===== src/source/periph_cfg.svh =====
// Sizes and widths shared by the peripheral subsystem
`ifndef PERIPH_CFG_SVH
`define PERIPH_CFG_SVH

// Bus widths
`define PERIPH_DATA_W    32
`define PERIPH_ADDR_W    16

// Low address bits select a register inside a region
`define PERIPH_OFFSET_W  12

// Interrupt sources, id 0 stays unused
`define PERIPH_NUM_SRC   8
`define PERIPH_PRIO_W    3

// Timer block
`define PERIPH_TIMER_CNT 2

`endif


===== src/source/periph_bus_pkg.sv =====
// Peripheral bus address map and the two views of a bus address
`default_nettype none

`include "periph_cfg.svh"

package periph_bus_pkg;

    localparam int REGION_W = `PERIPH_ADDR_W - `PERIPH_OFFSET_W;

    // Upper address bits pick the peripheral
    typedef enum logic [REGION_W-1:0] {
        REGION_IRQ   = 'd0,
        REGION_TIMER = 'd1,
        REGION_GPIO  = 'd2
    } region_e;

    typedef logic [`PERIPH_OFFSET_W-1:0] offset_t;

    typedef struct packed {
        region_e region;
        offset_t offset;
    } periph_addr_s;

    // Raw word for alignment checks, fields for routing
    typedef union packed {
        logic [`PERIPH_ADDR_W-1:0] raw;
        periph_addr_s              fields;
    } periph_addr_u;

    // Returned for any region with no peripheral behind it
    localparam logic [`PERIPH_DATA_W-1:0] ERR_RDATA = 32'hdeadbeef;

endpackage

`default_nettype wire


===== src/source/periph_irq_pkg.sv =====
// Interrupt source numbering and interrupt controller types
`default_nettype none

`include "periph_cfg.svh"

package periph_irq_pkg;

    typedef logic [`PERIPH_PRIO_W-1:0] prio_t;

    typedef logic [$clog2(`PERIPH_NUM_SRC)-1:0] src_id_t;

    // Claim value when nothing is pending
    localparam src_id_t SRC_NONE = '0;

    // Timer n raises source TIMER_FIRST_SRC + n
    localparam int TIMER_FIRST_SRC = 1;

endpackage

`default_nettype wire


===== src/source/apb_if.sv =====
// APB link from the address decoder to one peripheral
`timescale 1ns/1ns
`default_nettype none

`include "periph_cfg.svh"

interface apb_if;

    logic                       psel;
    logic                       penable;
    logic                       pwrite;
    periph_bus_pkg::offset_t    paddr;
    logic [`PERIPH_DATA_W-1:0]  pwdata;
    logic [`PERIPH_DATA_W-1:0]  prdata;
    logic                       pready;
    logic                       pslverr;

    modport master (
        output psel, penable, pwrite, paddr, pwdata,
        input  prdata, pready, pslverr
    );

    modport slave (
        input  psel, penable, pwrite, paddr, pwdata,
        output prdata, pready, pslverr
    );

endinterface

`default_nettype wire


===== src/source/apb_decoder.sv =====
// APB region decoder with read mux and error response for unmapped regions
`timescale 1ns/1ns
`default_nettype none

`include "periph_cfg.svh"

module apb_decoder (
    input  logic                        clk_i,
    input  logic                        rst_n_i,
    input  logic                        psel_i,
    input  logic                        penable_i,
    input  logic                        pwrite_i,
    input  periph_bus_pkg::periph_addr_u paddr_i,
    input  logic [`PERIPH_DATA_W-1:0]   pwdata_i,
    output logic [`PERIPH_DATA_W-1:0]   prdata_o,
    output logic                        pready_o,
    output logic                        pslverr_o,
    apb_if.master                       irq_bus,
    apb_if.master                       timer_bus,
    apb_if.master                       gpio_bus
);

    import periph_bus_pkg::*;

    region_e region;

    assign region = paddr_i.fields.region;

    // ------------------------------
    // Request side
    // ------------------------------
    assign irq_bus.psel      = psel_i && (region == REGION_IRQ);
    assign irq_bus.penable   = penable_i;
    assign irq_bus.pwrite    = pwrite_i;
    assign irq_bus.paddr     = paddr_i.fields.offset;
    assign irq_bus.pwdata    = pwdata_i;

    assign timer_bus.psel    = psel_i && (region == REGION_TIMER);
    assign timer_bus.penable = penable_i;
    assign timer_bus.pwrite  = pwrite_i;
    assign timer_bus.paddr   = paddr_i.fields.offset;
    assign timer_bus.pwdata  = pwdata_i;

    assign gpio_bus.psel     = psel_i && (region == REGION_GPIO);
    assign gpio_bus.penable  = penable_i;
    assign gpio_bus.pwrite   = pwrite_i;
    assign gpio_bus.paddr    = paddr_i.fields.offset;
    assign gpio_bus.pwdata   = pwdata_i;

    // ------------------------------
    // Response side
    // ------------------------------
    always_comb begin
        // Unmapped region answers at once with an error
        prdata_o  = ERR_RDATA;
        pready_o  = 1'b1;
        pslverr_o = psel_i && penable_i;
        case (region)
            REGION_IRQ: begin
                prdata_o  = irq_bus.prdata;
                pready_o  = irq_bus.pready;
                pslverr_o = irq_bus.pslverr;
            end
            REGION_TIMER: begin
                prdata_o  = timer_bus.prdata;
                pready_o  = timer_bus.pready;
                pslverr_o = timer_bus.pslverr;
            end
            REGION_GPIO: begin
                prdata_o  = gpio_bus.prdata;
                pready_o  = gpio_bus.pready;
                pslverr_o = gpio_bus.pslverr;
            end
            default: ;
        endcase
    end

    sel_onehot_a: assert property (@(posedge clk_i) disable iff (!rst_n_i)
        $onehot0({irq_bus.psel, timer_bus.psel, gpio_bus.psel}));

    setup_before_access_a: assert property (@(posedge clk_i) disable iff (!rst_n_i)
        psel_i && penable_i |-> $past(psel_i && !penable_i));

    word_aligned_a: assert property (@(posedge clk_i) disable iff (!rst_n_i)
        psel_i |-> paddr_i.raw[1:0] == 2'b00);

endmodule

`default_nettype wire


===== src/source/irq_ctrl.sv =====
// Interrupt controller for one target with level gateways and claim/complete
`timescale 1ns/1ns
`default_nettype none

`include "periph_cfg.svh"

module irq_ctrl (
    input  logic                        clk_i,
    input  logic                        rst_n_i,
    apb_if.slave                        bus,
    input  logic [`PERIPH_NUM_SRC-1:0]  irq_sources_i,
    output logic                        irq_o
);

    import periph_irq_pkg::*;

    localparam int NUM_SRC = `PERIPH_NUM_SRC;
    localparam int ID_W    = $bits(src_id_t);
    localparam int OFF_W   = `PERIPH_OFFSET_W;

    localparam logic [OFF_W-1:0] OFF_ENABLE    = 'h100;
    localparam logic [OFF_W-1:0] OFF_PENDING   = 'h104;
    localparam logic [OFF_W-1:0] OFF_THRESHOLD = 'h200;
    localparam logic [OFF_W-1:0] OFF_CLAIM     = 'h204;

    // Source 0 never takes part
    localparam logic [NUM_SRC-1:0] SRC_MASK = {{(NUM_SRC-1){1'b1}}, 1'b0};

    prio_t                  prio_q [NUM_SRC];
    prio_t                  threshold_q;
    logic [NUM_SRC-1:0]     enable_q;
    logic [NUM_SRC-1:0]     pending_q;
    logic [NUM_SRC-1:0]     in_service_q;
    logic                   irq_q;
    logic                   acc_rd;
    logic                   acc_wr;
    logic                   claim_rd;
    logic                   complete_wr;
    logic                   prio_hit;
    src_id_t                best_id;
    prio_t                  best_prio;
    src_id_t                complete_id;
    logic [NUM_SRC-1:0]     claim_mask;
    logic [NUM_SRC-1:0]     complete_mask;
    logic [NUM_SRC-1:0]     gate_set;

    assign acc_rd      = bus.psel && bus.penable && !bus.pwrite;
    assign acc_wr      = bus.psel && bus.penable && bus.pwrite;
    assign claim_rd    = acc_rd && (bus.paddr == OFF_CLAIM);
    assign complete_wr = acc_wr && (bus.paddr == OFF_CLAIM);
    assign prio_hit    = (bus.paddr[OFF_W-1:2+ID_W] == '0);
    assign complete_id = bus.pwdata[ID_W-1:0];

    // Level gateways hold off while the source is in service
    assign gate_set = irq_sources_i & ~in_service_q & SRC_MASK;

    // Highest priority wins, ties go to the lower id, priority 0 never wins
    always_comb begin
        best_id   = SRC_NONE;
        best_prio = '0;
        for (int i = 1; i < NUM_SRC; i++) begin
            if (pending_q[i] && enable_q[i] && (prio_q[i] > best_prio)) begin
                best_id   = src_id_t'(i);
                best_prio = prio_q[i];
            end
        end
    end

    always_comb begin
        claim_mask    = '0;
        complete_mask = '0;
        if (claim_rd) begin
            claim_mask[best_id] = 1'b1;
        end
        if (complete_wr) begin
            complete_mask[complete_id] = 1'b1;
        end
        claim_mask = claim_mask & SRC_MASK;
    end

    always_ff @(posedge clk_i or negedge rst_n_i) begin
        if (!rst_n_i) begin
            for (int i = 0; i < NUM_SRC; i++) begin
                prio_q[i] <= '0;
            end
            threshold_q  <= '0;
            enable_q     <= '0;
            pending_q    <= '0;
            in_service_q <= '0;
            irq_q        <= 1'b0;
        end else begin
            pending_q    <= (pending_q | gate_set) & ~claim_mask;
            in_service_q <= (in_service_q | claim_mask) & ~complete_mask;
            irq_q        <= (best_prio > threshold_q);
            if (acc_wr) begin
                if (prio_hit) begin
                    prio_q[bus.paddr[2 +: ID_W]] <= bus.pwdata[`PERIPH_PRIO_W-1:0];
                end else if (bus.paddr == OFF_ENABLE) begin
                    enable_q <= bus.pwdata[NUM_SRC-1:0];
                end else if (bus.paddr == OFF_THRESHOLD) begin
                    threshold_q <= bus.pwdata[`PERIPH_PRIO_W-1:0];
                end
            end
        end
    end

    always_comb begin
        bus.prdata = '0;
        if (prio_hit) begin
            bus.prdata[`PERIPH_PRIO_W-1:0] = prio_q[bus.paddr[2 +: ID_W]];
        end else begin
            case (bus.paddr)
                OFF_ENABLE:    bus.prdata[NUM_SRC-1:0]        = enable_q;
                OFF_PENDING:   bus.prdata[NUM_SRC-1:0]        = pending_q;
                OFF_THRESHOLD: bus.prdata[`PERIPH_PRIO_W-1:0] = threshold_q;
                OFF_CLAIM:     bus.prdata[ID_W-1:0]           = best_id;
                default: ;
            endcase
        end
    end

    assign bus.pready  = 1'b1;
    assign bus.pslverr = 1'b0;
    assign irq_o       = irq_q;

    claim_while_irq_a: assert property (@(posedge clk_i) disable iff (!rst_n_i)
        claim_rd && irq_o |-> best_id != SRC_NONE);

endmodule

`default_nettype wire


===== src/source/apb_timer.sv =====
// Periodic compare timers with sticky match status as interrupt level
`timescale 1ns/1ns
`default_nettype none

`include "periph_cfg.svh"

module apb_timer (
    input  logic                            clk_i,
    input  logic                            rst_n_i,
    apb_if.slave                            bus,
    output logic [`PERIPH_TIMER_CNT-1:0]    irq_o
);

    localparam int CNT   = `PERIPH_TIMER_CNT;
    localparam int DW    = `PERIPH_DATA_W;
    localparam int IDX_W = (CNT > 1) ? $clog2(CNT) : 1;

    localparam logic [1:0] REG_COUNT   = 2'd0;
    localparam logic [1:0] REG_CTRL    = 2'd1;
    localparam logic [1:0] REG_COMPARE = 2'd2;
    localparam logic [1:0] REG_STATUS  = 2'd3;

    logic [DW-1:0]      count_q   [CNT];
    logic [DW-1:0]      compare_q [CNT];
    logic [CNT-1:0]     enable_q;
    logic [CNT-1:0]     status_q;
    logic [IDX_W-1:0]   idx;
    logic [1:0]         reg_sel;
    logic               sel_ok;
    logic               acc_wr;

    // Timer n at offset 0x10 * n, four words each
    assign idx     = bus.paddr[4 +: IDX_W];
    assign reg_sel = bus.paddr[3:2];
    assign sel_ok  = (bus.paddr[`PERIPH_OFFSET_W-1:4+IDX_W] == '0) && (int'(idx) < CNT);
    assign acc_wr  = bus.psel && bus.penable && bus.pwrite && sel_ok;

    always_ff @(posedge clk_i or negedge rst_n_i) begin
        if (!rst_n_i) begin
            for (int n = 0; n < CNT; n++) begin
                count_q[n]   <= '0;
                compare_q[n] <= '0;
            end
            enable_q <= '0;
            status_q <= '0;
        end else begin
            for (int n = 0; n < CNT; n++) begin
                // New compare value restarts the period
                if (acc_wr && (int'(idx) == n) && (reg_sel == REG_COMPARE)) begin
                    compare_q[n] <= bus.pwdata;
                    count_q[n]   <= '0;
                end else if (enable_q[n]) begin
                    if (count_q[n] == compare_q[n]) begin
                        count_q[n] <= '0;
                    end else begin
                        count_q[n] <= count_q[n] + 1'b1;
                    end
                end
                if (acc_wr && (int'(idx) == n) && (reg_sel == REG_CTRL)) begin
                    enable_q[n] <= bus.pwdata[0];
                end
                // A new match wins over a clear in the same cycle
                if (enable_q[n] && (count_q[n] == compare_q[n])) begin
                    status_q[n] <= 1'b1;
                end else if (acc_wr && (int'(idx) == n) && (reg_sel == REG_STATUS)
                             && bus.pwdata[0]) begin
                    status_q[n] <= 1'b0;
                end
            end
        end
    end

    always_comb begin
        bus.prdata = '0;
        if (sel_ok) begin
            case (reg_sel)
                REG_COUNT:   bus.prdata    = count_q[idx];
                REG_CTRL:    bus.prdata[0] = enable_q[idx];
                REG_COMPARE: bus.prdata    = compare_q[idx];
                REG_STATUS:  bus.prdata[0] = status_q[idx];
                default: ;
            endcase
        end
    end

    assign bus.pready  = 1'b1;
    assign bus.pslverr = 1'b0;
    assign irq_o       = status_q;

    for (genvar n = 0; n < CNT; n++) begin : gen_chk
        count_in_range_a: assert property (@(posedge clk_i) disable iff (!rst_n_i)
            enable_q[n] |-> count_q[n] <= compare_q[n]);
    end

endmodule

`default_nettype wire


===== src/source/gpio_regs.sv =====
// LED output register and synchronized DIP switch input
`timescale 1ns/1ns
`default_nettype none

`include "periph_cfg.svh"

module gpio_regs (
    input  logic        clk_i,
    input  logic        rst_n_i,
    apb_if.slave        bus,
    output logic [7:0]  leds_o,
    input  logic [7:0]  dip_switches_i
);

    localparam logic [`PERIPH_OFFSET_W-1:0] OFF_LEDS = 'h0;
    localparam logic [`PERIPH_OFFSET_W-1:0] OFF_DIP  = 'h4;

    logic [7:0] leds_q;
    logic [7:0] dip_meta_q;
    logic [7:0] dip_sync_q;
    logic       led_wr;

    assign led_wr = bus.psel && bus.penable && bus.pwrite && (bus.paddr == OFF_LEDS);

    always_ff @(posedge clk_i or negedge rst_n_i) begin
        if (!rst_n_i) begin
            leds_q     <= '0;
            dip_meta_q <= '0;
            dip_sync_q <= '0;
        end else begin
            // Two flops against metastability on the switches
            dip_meta_q <= dip_switches_i;
            dip_sync_q <= dip_meta_q;
            if (led_wr) begin
                leds_q <= bus.pwdata[7:0];
            end
        end
    end

    always_comb begin
        bus.prdata = '0;
        case (bus.paddr)
            OFF_LEDS: bus.prdata[7:0] = leds_q;
            OFF_DIP:  bus.prdata[7:0] = dip_sync_q;
            default: ;
        endcase
    end

    assign bus.pready  = 1'b1;
    assign bus.pslverr = 1'b0;
    assign leds_o      = leds_q;

endmodule

`default_nettype wire


===== src/source/periph_top.sv =====
// Peripheral subsystem with interrupt controller, timers and GPIO on one APB port
`timescale 1ns/1ns
`default_nettype none

`include "periph_cfg.svh"

module periph_top (
    input  logic                        clk_i,
    input  logic                        rst_n_i,
    // APB target
    input  logic                        psel_i,
    input  logic                        penable_i,
    input  logic                        pwrite_i,
    input  logic [`PERIPH_ADDR_W-1:0]   paddr_i,
    input  logic [`PERIPH_DATA_W-1:0]   pwdata_i,
    output logic [`PERIPH_DATA_W-1:0]   prdata_o,
    output logic                        pready_o,
    output logic                        pslverr_o,
    // Board pins
    output logic [7:0]                  leds_o,
    input  logic [7:0]                  dip_switches_i,
    output logic                        irq_o
);

    import periph_irq_pkg::*;

    logic [`PERIPH_NUM_SRC-1:0]   irq_sources;
    logic [`PERIPH_TIMER_CNT-1:0] timer_irq;

    apb_if irq_bus ();
    apb_if timer_bus ();
    apb_if gpio_bus ();

    // Timers sit right after source 0, the rest stay low
    assign irq_sources = `PERIPH_NUM_SRC'(timer_irq) << TIMER_FIRST_SRC;

    apb_decoder i_apb_decoder (
        .clk_i     ( clk_i     ),
        .rst_n_i   ( rst_n_i   ),
        .psel_i    ( psel_i    ),
        .penable_i ( penable_i ),
        .pwrite_i  ( pwrite_i  ),
        .paddr_i   ( paddr_i   ),
        .pwdata_i  ( pwdata_i  ),
        .prdata_o  ( prdata_o  ),
        .pready_o  ( pready_o  ),
        .pslverr_o ( pslverr_o ),
        .irq_bus   ( irq_bus   ),
        .timer_bus ( timer_bus ),
        .gpio_bus  ( gpio_bus  )
    );

    irq_ctrl i_irq_ctrl (
        .clk_i         ( clk_i       ),
        .rst_n_i       ( rst_n_i     ),
        .bus           ( irq_bus     ),
        .irq_sources_i ( irq_sources ),
        .irq_o         ( irq_o       )
    );

    apb_timer i_apb_timer (
        .clk_i   ( clk_i     ),
        .rst_n_i ( rst_n_i   ),
        .bus     ( timer_bus ),
        .irq_o   ( timer_irq )
    );

    gpio_regs i_gpio_regs (
        .clk_i          ( clk_i          ),
        .rst_n_i        ( rst_n_i        ),
        .bus            ( gpio_bus       ),
        .leds_o         ( leds_o         ),
        .dip_switches_i ( dip_switches_i )
    );

endmodule

`default_nettype wire


===== config.mk =====
export PLATFORM = sky130hd
export DESIGN_NAME = periph_top
export DESIGN_NICKNAME = d
export VERILOG_FILES = /design/src/source/periph_bus_pkg.sv /design/src/source/periph_irq_pkg.sv /design/src/source/apb_if.sv /design/src/source/apb_decoder.sv /design/src/source/irq_ctrl.sv /design/src/source/apb_timer.sv /design/src/source/gpio_regs.sv /design/src/source/periph_top.sv
export VERILOG_INCLUDE_DIRS = /design/src /design/src/source
export SDC_FILE = /design/constraint.sdc
export NUM_CORES = 1
export LEC_CHECK = 0
export BUFFER_PORTS_ARGS = -buffer_cell sky130_fd_sc_hd__buf_2
export CORE_MARGIN = 1.5
export CORE_UTILIZATION = 50
export CTS_BUF_LIST = sky130_fd_sc_hd__clkbuf_2 sky130_fd_sc_hd__clkbuf_4 sky130_fd_sc_hd__clkbuf_8
export CTS_CLUSTER_SIZE = 28
export DETAILED_ROUTE_END_ITERATION = 7
export GPL_ROUTABILITY_DRIVEN = 1
export PLACE_DENSITY_LB_ADDON = 0.1
export SLEW_MARGIN = 25
export SYNTH_ARGS = -nofsm -noshare
export SYNTH_HDL_FRONTEND = slang
export SYNTH_SLANG_ARGS = --single-unit
export TNS_END_PERCENT = 100

===== constraint.sdc =====
create_clock -name clk_i -period 11.35 [get_ports clk_i]
set_input_delay 0 -clock clk_i [delete_from_list [all_inputs] [get_ports clk_i]]
set_output_delay 0 -clock clk_i [all_outputs]
set_load 0.1 [all_outputs]

Word level (Yosys, flattened, before mapping)
Cells that the tools add are included.

Word-level logic and storage cells: 180. Register bits after elaboration: 208. Input port bits: 61.

Mux-type cells: 56. $lt $le $gt $ge: 16. Reductions and logical operators: 57. Add/subtract/negate cells: 2. Equality and inequality tests: 12. Bitwise operators: 13.

Operator list (count): 2-to-1 mux 32 bit (13); one-hot mux 32 bit (3 select lines) (1); adder 32 x 1 -> 32 bit, second input constant (2); equality test 32 bit (2); one-hot mux 31 bit (2 select lines) (1); 2-to-1 mux 3 bit (17); logical AND 1 bit (44); bitwise mux 24 bit (1); equality test 12 x 10 -> 1 bit, second input constant (2); equality test 12 x 9 -> 1 bit, second input constant (2); inverter 8 bit (3); greater-than comparator 3 bit (7); AND 8 bit (2); 2-to-1 mux 8 bit (2); bitwise OR 8 bit (2); one-hot mux 8 bit (2 select lines) (1); equality test 12 x 3 -> 1 bit, second input constant (1); zero test 12 bit (1); 2-to-1 mux 1 bit (12); one-hot mux 3 bit (4 select lines) (1); one-hot mux 5 bit (2 select lines) (1); binary-select mux 3 bit (select 3 bit) (1); demux 3 bit (select 3 bit) (1); AND 3 x 8 -> 8 bit (1); other kinds (26) (35).

Logic depth before layout (Yosys ltp)
Gate-level depths: netlist of the first run.

Word-level depth: 28. Gate-level depth with buffers: 46.

Hierarchy
Synthesis of the first run repeated with hierarchy kept, for this count alone.

Cells, all modules: 1542. Area, all modules: 14601.5 µm².

By module, submodules not included: apb_timer (instances 1, seq. area each 3303.2 µm², cells each 785, area each 7862.5 µm²); irq_ctrl (instances 1, seq. area each 1251.2 µm², cells each 398, area each 3681.0 µm²); apb_decoder (instances 1, seq. area each 0.0 µm², cells each 275, area each 1951.9 µm²); gpio_regs (instances 1, seq. area each 600.6 µm², cells each 83, area each 1102.3 µm²); periph_top (instances 1, seq. area each 0.0 µm², cells each 1, area each 3.8 µm²).

Worst setup path after synthesis of the first run
No wires, ideal clock.

Path kind: reg-to-output. Start point: reg i_irq_ctrl.pending_q[1]. End point: out prdata_o[0]. Data required time: 11350 ps. Path slack: 1393 ps. Stages on the path, launching flop included: 38. Arrival: 9957 ps. Cells stage by stage: dfrtp_1 -> nand3_1 -> ha_1 -> nor2b_4 -> o311a_4 -> and2_4 -> buf_6 -> o21ai_0 -> inv_1 -> ha_1 -> a21boi_0 -> a311oi_4 -> nor2_8 -> nor2_1 -> a21oi_1 -> ha_1 -> or2_2 -> a2111oi_0 -> [2 not listed] -> mux2_4 -> ha_1 -> nor2_1 -> nand2_1 -> o2bb2ai_1 -> nor2_2 -> mux2_4 -> ha_1 -> nand3_1 -> and4_1 -> o31a_1 -> ha_1 -> nor2b_1 -> o21a_1 -> o2111ai_1 -> nand2_1 -> o21ba_2 -> o31ai_1.

Longest elaborated chain between the ends: 24. Elaborated cells on any way between the ends: 30. Classes of those cells: 6 x order compare; 16 x mux; 8 x reduce/logical.

RTL lines: start, declared (line irq_ctrl.sv:32) `logic [NUM_SRC-1:0] pending_q;`; start signal, assigned (line irq_ctrl.sv:92) `pending_q <= (pending_q | gate_set) & ~claim_mask;`; logical AND 1 bit (*) (2 in series) (line irq_ctrl.sv:62) `if (pending_q[i] && enable_q[i] && (prio_q[i] > best_prio)) begin`; 2-to-1 mux 3 bit (line irq_ctrl.sv:62); greater-than comparator 3 bit (line irq_ctrl.sv:62); logical AND 1 bit (line irq_ctrl.sv:62); 2-to-1 mux 3 bit (line irq_ctrl.sv:62); greater-than comparator 3 bit (line irq_ctrl.sv:62); logical AND 1 bit (line irq_ctrl.sv:62); 2-to-1 mux 3 bit (line irq_ctrl.sv:62); [7 not listed]; logical AND 1 bit (line irq_ctrl.sv:62); 2-to-1 mux 3 bit (line irq_ctrl.sv:62); greater-than comparator 3 bit (line irq_ctrl.sv:62); logical AND 1 bit (line irq_ctrl.sv:62); 2-to-1 mux 3 bit (*) (line irq_ctrl.sv:62); one-hot mux 3 bit (4 select lines) (*) (line irq_ctrl.sv:112) `case (bus.paddr)`; 2-to-1 mux 3 bit (*) (line irq_ctrl.sv:109) `if (prio_hit) begin`; one-hot mux 32 bit (3 select lines) (*) (line apb_decoder.sv:58) `case (region)`; end, declared (line periph_top.sv:16) `` output logic [`PERIPH_DATA_W-1:0] prdata_o, ``.

Every way passes the cells marked *; elsewhere a longest branch is shown, timed or not.

Final worst setup path of the first run
Start point: reg i_irq_ctrl.enable_q[1]. End point: out prdata_o[2].

Longest elaborated chain between the ends: 24. Elaborated cells on any way between the ends: 28. Classes of those cells: 6 x order compare; 14 x mux; 8 x reduce/logical.

RTL lines: start, declared (line irq_ctrl.sv:31) `logic [NUM_SRC-1:0] enable_q;`; start signal, assigned (line irq_ctrl.sv:99) `enable_q <= bus.pwdata[NUM_SRC-1:0];`; logical AND 1 bit (*) (2 in series) (line irq_ctrl.sv:62); 2-to-1 mux 3 bit (*) (line irq_ctrl.sv:62); greater-than comparator 3 bit (line irq_ctrl.sv:62); logical AND 1 bit (line irq_ctrl.sv:62); 2-to-1 mux 3 bit (*) (line irq_ctrl.sv:62); greater-than comparator 3 bit (line irq_ctrl.sv:62); logical AND 1 bit (line irq_ctrl.sv:62); 2-to-1 mux 3 bit (line irq_ctrl.sv:62); [7 not listed]; logical AND 1 bit (line irq_ctrl.sv:62); 2-to-1 mux 3 bit (line irq_ctrl.sv:62); greater-than comparator 3 bit (line irq_ctrl.sv:62); logical AND 1 bit (line irq_ctrl.sv:62); 2-to-1 mux 3 bit (*) (line irq_ctrl.sv:62); one-hot mux 3 bit (4 select lines) (*) (line irq_ctrl.sv:112); 2-to-1 mux 3 bit (*) (line irq_ctrl.sv:109); one-hot mux 32 bit (3 select lines) (*) (line apb_decoder.sv:58).

Marked as above.

==> flow_summary.toml, run 1 <==
[run_status]
outcome = "completed"

[global_routing]
grt_pass1_vias = 9151
grt_antenna_before_repair = 0
grt_first_pass_wirelength_um = 53300
global_route.usage.total_pct = 29.1
grt.overflow.total = 0
grt_max_degree = 81

[synth]
ys.flop_type = "dfrtp_1"
synth_cells = 1095
postSynthRegisterBits = 201
syn-cell-area_um2 = 11600
async_flop_share_pct = 100
synth_cell_types = 73
synth-warning-count = 0
syn-mean-instance-area_um2 = 10.6
synth_sequential_area_ratio_pct = 43.4
net_count_of_the_mapped_netlist = 1174
synth_edf_count = 0

[cts]
ctsLongestPathBuffers = 3
ctsHtreeMaxLevel = 2
clk_transition_reported_paths_ns = 0.05
tritoncts = "done"
cts-buffers-inserted = 36
postCtsHoldBufs = 50
insertion_delay_ns = 0.53
cts_root_buffer = "clkbuf_8"
ctsResizeCount = 0
post-cts-setup-buffer-count = 0
cts_num_sinks = 201

[finish]
insertedDiodeCount = 0
postLayoutCoreUtil_pct = 60.0
post-route-cell-area_um2 = 13600
synthToLayoutAreaGrowth_pct = 17.4
post_route_cells_drive_above_1_share_pct = 27.1
post_layout_net_count = 1324
n_fill_cell = 1928

[setup_path]
startpoint = "i_irq_ctrl.enable_q[1]"
worst_setup_path_start_kind = "flip-flop"
most_common_cell_on_crit_path = "ha_1"
cp_max_fo = 9
cp_data_required_time_ns = 11.35
critical_path.endpoint_type = "output port"
cp_slowest_stage_delay_ns = 0.54
cp_data_arrival_time_ns = 10.29
cp_class = "reg -> out"
worstReg2RegStart = "i_irq_ctrl.enable_q[1]"
crit_slowest_cell = "o2111ai_1"

[power_and_ir_drop]
clock_power_share_pct = 45.3
power_switching_mw = 0.392
power.static_leakage_nw = 6.29
p_sw_share_pct = 25.4
p_total_mw = 1.55
power_report.internal_total_mw = 1.15
vdd.ir_drop.worst_mv = 0.0892
powerDensity_nw_per_um2 = 114
pwr-share-comb_pct = 8.0
sequentialPowerShare_pct = 46.7

[placed_design]
hpwlAfterDp_um = 24300
placement.io_buffers = 102
standard_cell_area_after_detailed_placement_um2 = 12400
globalplace.congestion = 0.896

[sta]
fin_setup_tns_ns = 0
timing.fmax_ghz = 0.0972
relSlewSlack_pct = 28.8
worst_pin_slew_ns = 1.07
hold_viol = 0
grt_setup_unrepaired = "no"
timing.final.max_slew_violations = 0
fin_crit_ns = 10.29
fin_skew_ns = 0.0228
holdWs_ns = 0.104
finalCritPeriodShare_pct = 90.7
finalSetupViolations = 0

[drt]
firstDrtPassIters = 5
detail-route-antenna-nets = 0
routed_wl_um = 34000
routed_wire_length_per_instance_um = 21.9
first_iter_violations = 707
dr_total_vias = 9392
drc_errors = 0
vias_per_cell = 6.05

[floorplan]
core.rowCount = 55
die_area_um2 = 24100
initial_core_util_pct = 51.1
die_h_um = 155
design.portCount = 104
chipWidth_um = 155
coreArea_um2 = 22700

[worst_hold_path]
hold_path.class = "in -> reg"
hold_path.startpoint = "paddr_i[2]"

[flow_run]
max_cap_viols = 0
## registers in the layout, summed over array words and instances, names as in the netlist
register and flops:
i_irq_ctrl.irq_o 1, i_irq_ctrl.prio_q 24, i_apb_timer.count_q 64, i_gpio_regs.dip_sync_q 8, i_gpio_regs.leds_o 8, i_apb_timer.enable_q 2
i_gpio_regs.dip_meta_q 8, i_irq_ctrl.in_service_q 2, i_apb_timer.irq_o 2, i_irq_ctrl.enable_q 8, i_apb_timer.compare_q 64, i_irq_ctrl.threshold_q 3
i_irq_ctrl.pending_q 7
## metrics by stage
| stage | cells | setup slack, ns |
|---|---|---|
| 2_1_floorplan | 1095 | 1.39 |
| 3_3_place_gp | 1442 | 1.88 |
| 3_5_place_dp | 1442 | 1.61 |
| 4_1_cts | 1553 | 1.17 |
| 5_1_grt | 1553 | 0.407 |
| 6_report | 1553 | 1.06 |
## cell usage after synthesis (all sizes together), types with 7 or more instances
cell    number  area, um^2
nor2        93         368
mux2i        9        90.1
or3          7        43.8
a31oi        7        50.1
nor3b        7        52.6
buf          9        47.6
o21ai       53         269
dfrtp      201        5030
nor4        29         211
nor3        16        80.1
ha          18         225
nand2b      10        62.6
mux4        36         811
nand2      108         405
a22oi       13        97.6
and3        17         106
nand4       23         144
xnor2       10        87.6
and2        13        83.8
mux2       110        1250
inv         21        78.8
a22o         7        61.3
clkbuf      42         158
nand3       37         185
a21oi       32         160
xor2        91         797
## area by class of cell
| type | instances | area [um^2] | share of cell area (%) |
|---|---|---|---|
| repair buffers | 163 | 1110 | 8.12 |
| clock buffers | 58 | 717 | 5.27 |
| inverters | 21 | 78.8 | 0.579 |
| well taps | 285 | 357 | 2.62 |
| multi-input cells | 822 | 6310 | 46.3 |
| flip-flops and latches | 201 | 5030 | 36.9 |
| clock inverters | 3 | 20.0 | 0.147 |
## path summary, 6_finish.rpt
kind | end | slack [ns] | cells past startpoint
max | prdata_o[2] | 1.06 | 40
min | i_apb_timer.irq_o[0] | 0.10 | 4
max reg2reg | i_irq_ctrl.pending_q[3] | 1.51 | 40
min reg2reg | i_gpio_regs.dip_sync_q[4] | 0.35 | 0
max in group asynchronous | i_apb_timer.compare_q[17] | 9.33 | 4
min in group asynchronous | i_apb_timer.compare_q[50] | 0.50 | 3
## cell usage in the layout (no fill, tap or decap), drive strengths merged, types with 29 or more instances in the layout
cell type    instances
nor4                29
nand3               37
buf                112
nor2                93
clkbuf              59
mux4                36
mux2               110
dfrtp              201
nand2              108
dlygate4sd3         50
o21ai               53
a21oi               32
xor2                91
## power groups by stage
stage          clock network (mW)  registers, mW  logic [mW]
6_report                    0.700          0.722       0.124
5_1_grt                     0.745          0.722       0.132
4_1_cts                     0.716          0.722       0.125
3_5_place_dp                    0          0.735       0.111
3_3_place_gp                    0          0.735       0.111
2_1_floorplan                   0          0.734      0.0645
## cell families (layout without fill, tap and decap cells)
logic type / count (synthesis) / in the layout / share of synthesized area, %
buf+inv: 72 / 245 / 2.45
fa+ha+maj: 18 / 18 / 1.94
compound gates: 161 / 161 / 9.23
xor+xnor: 101 / 101 / 7.62
mux: 155 / 155 / 18.5
other cells: 1 / 1 / 0.0323
flops: 201 / 201 / 43.4
simple gates: 386 / 386 / 16.8
## per-layer routing
layer / share of wire (%) / GRT usage (%)
met5: 0 / 0
met4: 3.0 / 10.2
met3: 6.6 / 5.57
met2: 44 / 42.3
met1: 46 / 43.3
## worst max-delay path, delay by kind of cell (launching register included)
family | cells | cell delay [ns]
AOI/OAI and AO/OA | 14 | 3.76
adders and majority gates | 6 | 1.68
buffers and inverters | 2 | 0.41
DFF | 1 | 0.42
muxes | 2 | 0.66
and+or+nand+nor | 16 | 2.84
Power figures use the tool's default switching activity.
==> run 2, diff against run 1 <==
==> constraint.sdc (replaced) <==
create_clock -name clk_i -period 11.35 [get_ports clk_i]
set_input_delay 1.135 -clock clk_i [delete_from_list [all_inputs] [get_ports clk_i]]
set_output_delay 1.135 -clock clk_i [all_outputs]
set_load 0.1 [all_outputs]
==> run 2 against run 1 <==
Net effect:
- total power rose by 0.37%
- sequential power barely moved
- die area did not move
- largest power group unchanged
==> flow_summary.toml, run 2 (same netlist as run 1, synthesis figures left out) <==
[floorplan]
die_h_um = 155
core.rowCount = 55
chipWidth_um = 155
die_area_um2 = 24100
design.portCount = 104
coreArea_um2 = 22700
initial_core_util_pct = 51.1

[placed_design]
hpwlAfterDp_um = 24300
placement.io_buffers = 102
standard_cell_area_after_detailed_placement_um2 = 12400
globalplace.congestion = 0.878

[finish]
reg_top3 = "i_apb_timer.compare_q (64), i_apb_timer.count_q (64), i_irq_ctrl.prio_q (24)"
synthToLayoutAreaGrowth_pct = 13.4
insertedDiodeCount = 0
post_route_cells_drive_above_1_share_pct = 28.5
final_common_cell = "dfrtp_1"
post-route-cell-area_um2 = 13200
n_fill_cell = 2025
post_layout_net_count = 1276
leading_cell_types_in_the_layout_fill_and_taps_excluded = "dfrtp_1, nand2_1, mux2_2, buf_2"

[cts]
cts_root_buffer = "clkbuf_8"
insertion_delay_ns = 0.53
tritoncts = "done"
clk_transition_reported_paths_ns = 0.06
ctsHtreeMaxLevel = 2
post-cts-setup-buffer-count = 0
cts_num_sinks = 201
cts-buffers-inserted = 37
ctsLongestPathBuffers = 3

[setup_path]
cp_class = "reg -> out"
most_common_cell_on_crit_path = "ha_1"
critical_path.endpoint_type = "output port"
worst_setup_path_start_kind = "flip-flop"
cp_max_fo = 9
cp_slowest_stage_delay_ns = 0.51
crit_slowest_cell = "a2111oi_0"
cp_data_arrival_time_ns = 9.62
cp_data_required_time_ns = 10.22

[flow_run]
max_cap_viols = 0

[global_routing]
grt.overflow.total = 0
grt_pass1_vias = 8934
grt_max_degree = 81
grt_antenna_before_repair = 2
grt_first_pass_wirelength_um = 53000
global_route.usage.total_pct = 28.9

[drt]
dr_total_vias = 9208
drc_errors = 0
firstDrtPassIters = 5
detail-route-antenna-nets = 0
routed_wl_um = 33800
routed_wire_length_per_instance_um = 22.4
vias_per_cell = 6.11
first_iter_violations = 692

[power_and_ir_drop]
powerDensity_nw_per_um2 = 118
power.static_leakage_nw = 6.12
vdd.ir_drop.worst_mv = 0.0763

[sta]
holdWs_ns = 0.345
grt_setup_unrepaired = "no"
hold_viol = 0
timing.final.max_slew_violations = 0
worst_pin_slew_ns = 0.973
timing.fmax_ghz = 0.0929
relSlewSlack_pct = 34.6
finalSetupViolations = 0
finalCritPeriodShare_pct = 94.8
fin_crit_ns = 10.76
fin_setup_tns_ns = 0
fin_skew_ns = 0.0365

[worst_hold_path]
hold_path.class = "reg -> reg"

[run_status]
outcome = "completed"
-- run 2: changes by cell type in the layout (fill, tap and decap cells not counted), moves of 2 or more --
cell / change
clkinvlp_4: -2
clkbuf_8: +2
dlygate4sd3_1: -50
clkinv_2: +4
clkbuf_4: -4
-- run 2: critical path: cells and delay by family (launching register included) --
kind                     cells  cell delay (ns)
AO/OA/AOI/OAI               12             3.20
AND/OR/NAND/NOR             16             2.61
adder cells (fa/ha/maj)      6             1.76
multiplexers                 2             0.67
flip-flops                   1             0.45
buffers and inverters        2             0.39
-- run 2: where the power goes --
group / total, mW / switching (mW) / internal [mW]
Sequential: 0.722 / 0.00180 / 0.720
Combinational: 0.110 / 0.0854 / 0.0248
Clock: 0.720 / 0.317 / 0.403
Total: 1.55 / 0.404 / 1.15
-- run 2: layout make-up --
type / count / area, um^2 / share of cell area, %
multi-input cells: 822 / 6320 / 48.0
flip-flops and latches: 201 / 5030 / 38.2
clock buffers: 56 / 714 / 5.43
repair buffers: 114 / 613 / 4.66
well taps: 285 / 357 / 2.71
inverters: 21 / 78.8 / 0.599
clock inverters: 7 / 45.0 / 0.342
-- run 2: metrics by stage --
| step | setup WS [ns] | utilization, % | power, mW | instances |
|---|---|---|---|---|
| after floorplan | 0.258 | - | 0.799 | 1095 |
| after global placement | 1.33 | 54.5 | 0.846 | 1443 |
| after detailed placement | 1.02 | 54.6 | 0.846 | 1443 |
| after CTS | 0.396 | 57.9 | 1.57 | 1506 |
| after global routing | 0.103 | 57.9 | 1.61 | 1506 |
| final | 0.591 | 57.9 | 1.55 | 1506 |
-- run 2: path summary, 6_finish.rpt --
path,startpoint,end,slack (ns),cells past startpoint
setup / recovery,i_irq_ctrl.enable_q[1],prdata_o[2],0.59,38
setup reg to reg,i_irq_ctrl.enable_q[1],i_irq_ctrl.irq_o,2.02,43
hold reg to reg,i_gpio_regs.dip_meta_q[2],i_gpio_regs.dip_sync_q[2],0.35,0
min in group asynchronous,rst_n_i,i_apb_timer.count_q[18],0.64,1
max in group asynchronous,rst_n_i,i_gpio_regs.leds_o[4],9.54,2
hold / removal,i_gpio_regs.dip_meta_q[2],i_gpio_regs.dip_sync_q[2],0.35,0
-- run 2: timing repair --
action,4_1_cts,5_1_grt
hold buffers,0,0
endpoints found under the setup margin,0,2
gates resized for setup,0,2
-- run 2: per-layer routing --
metal | GRT usage, % | vias up | part of all wire [%]
met5 | 0 | - | 0
met4 | 8.71 | 0 | 2.6
met3 | 5.01 | 56 | 6.2
met2 | 42.5 | 288 | 45
met1 | 43.6 | 4682 | 47
li1 | - | 4182 | -
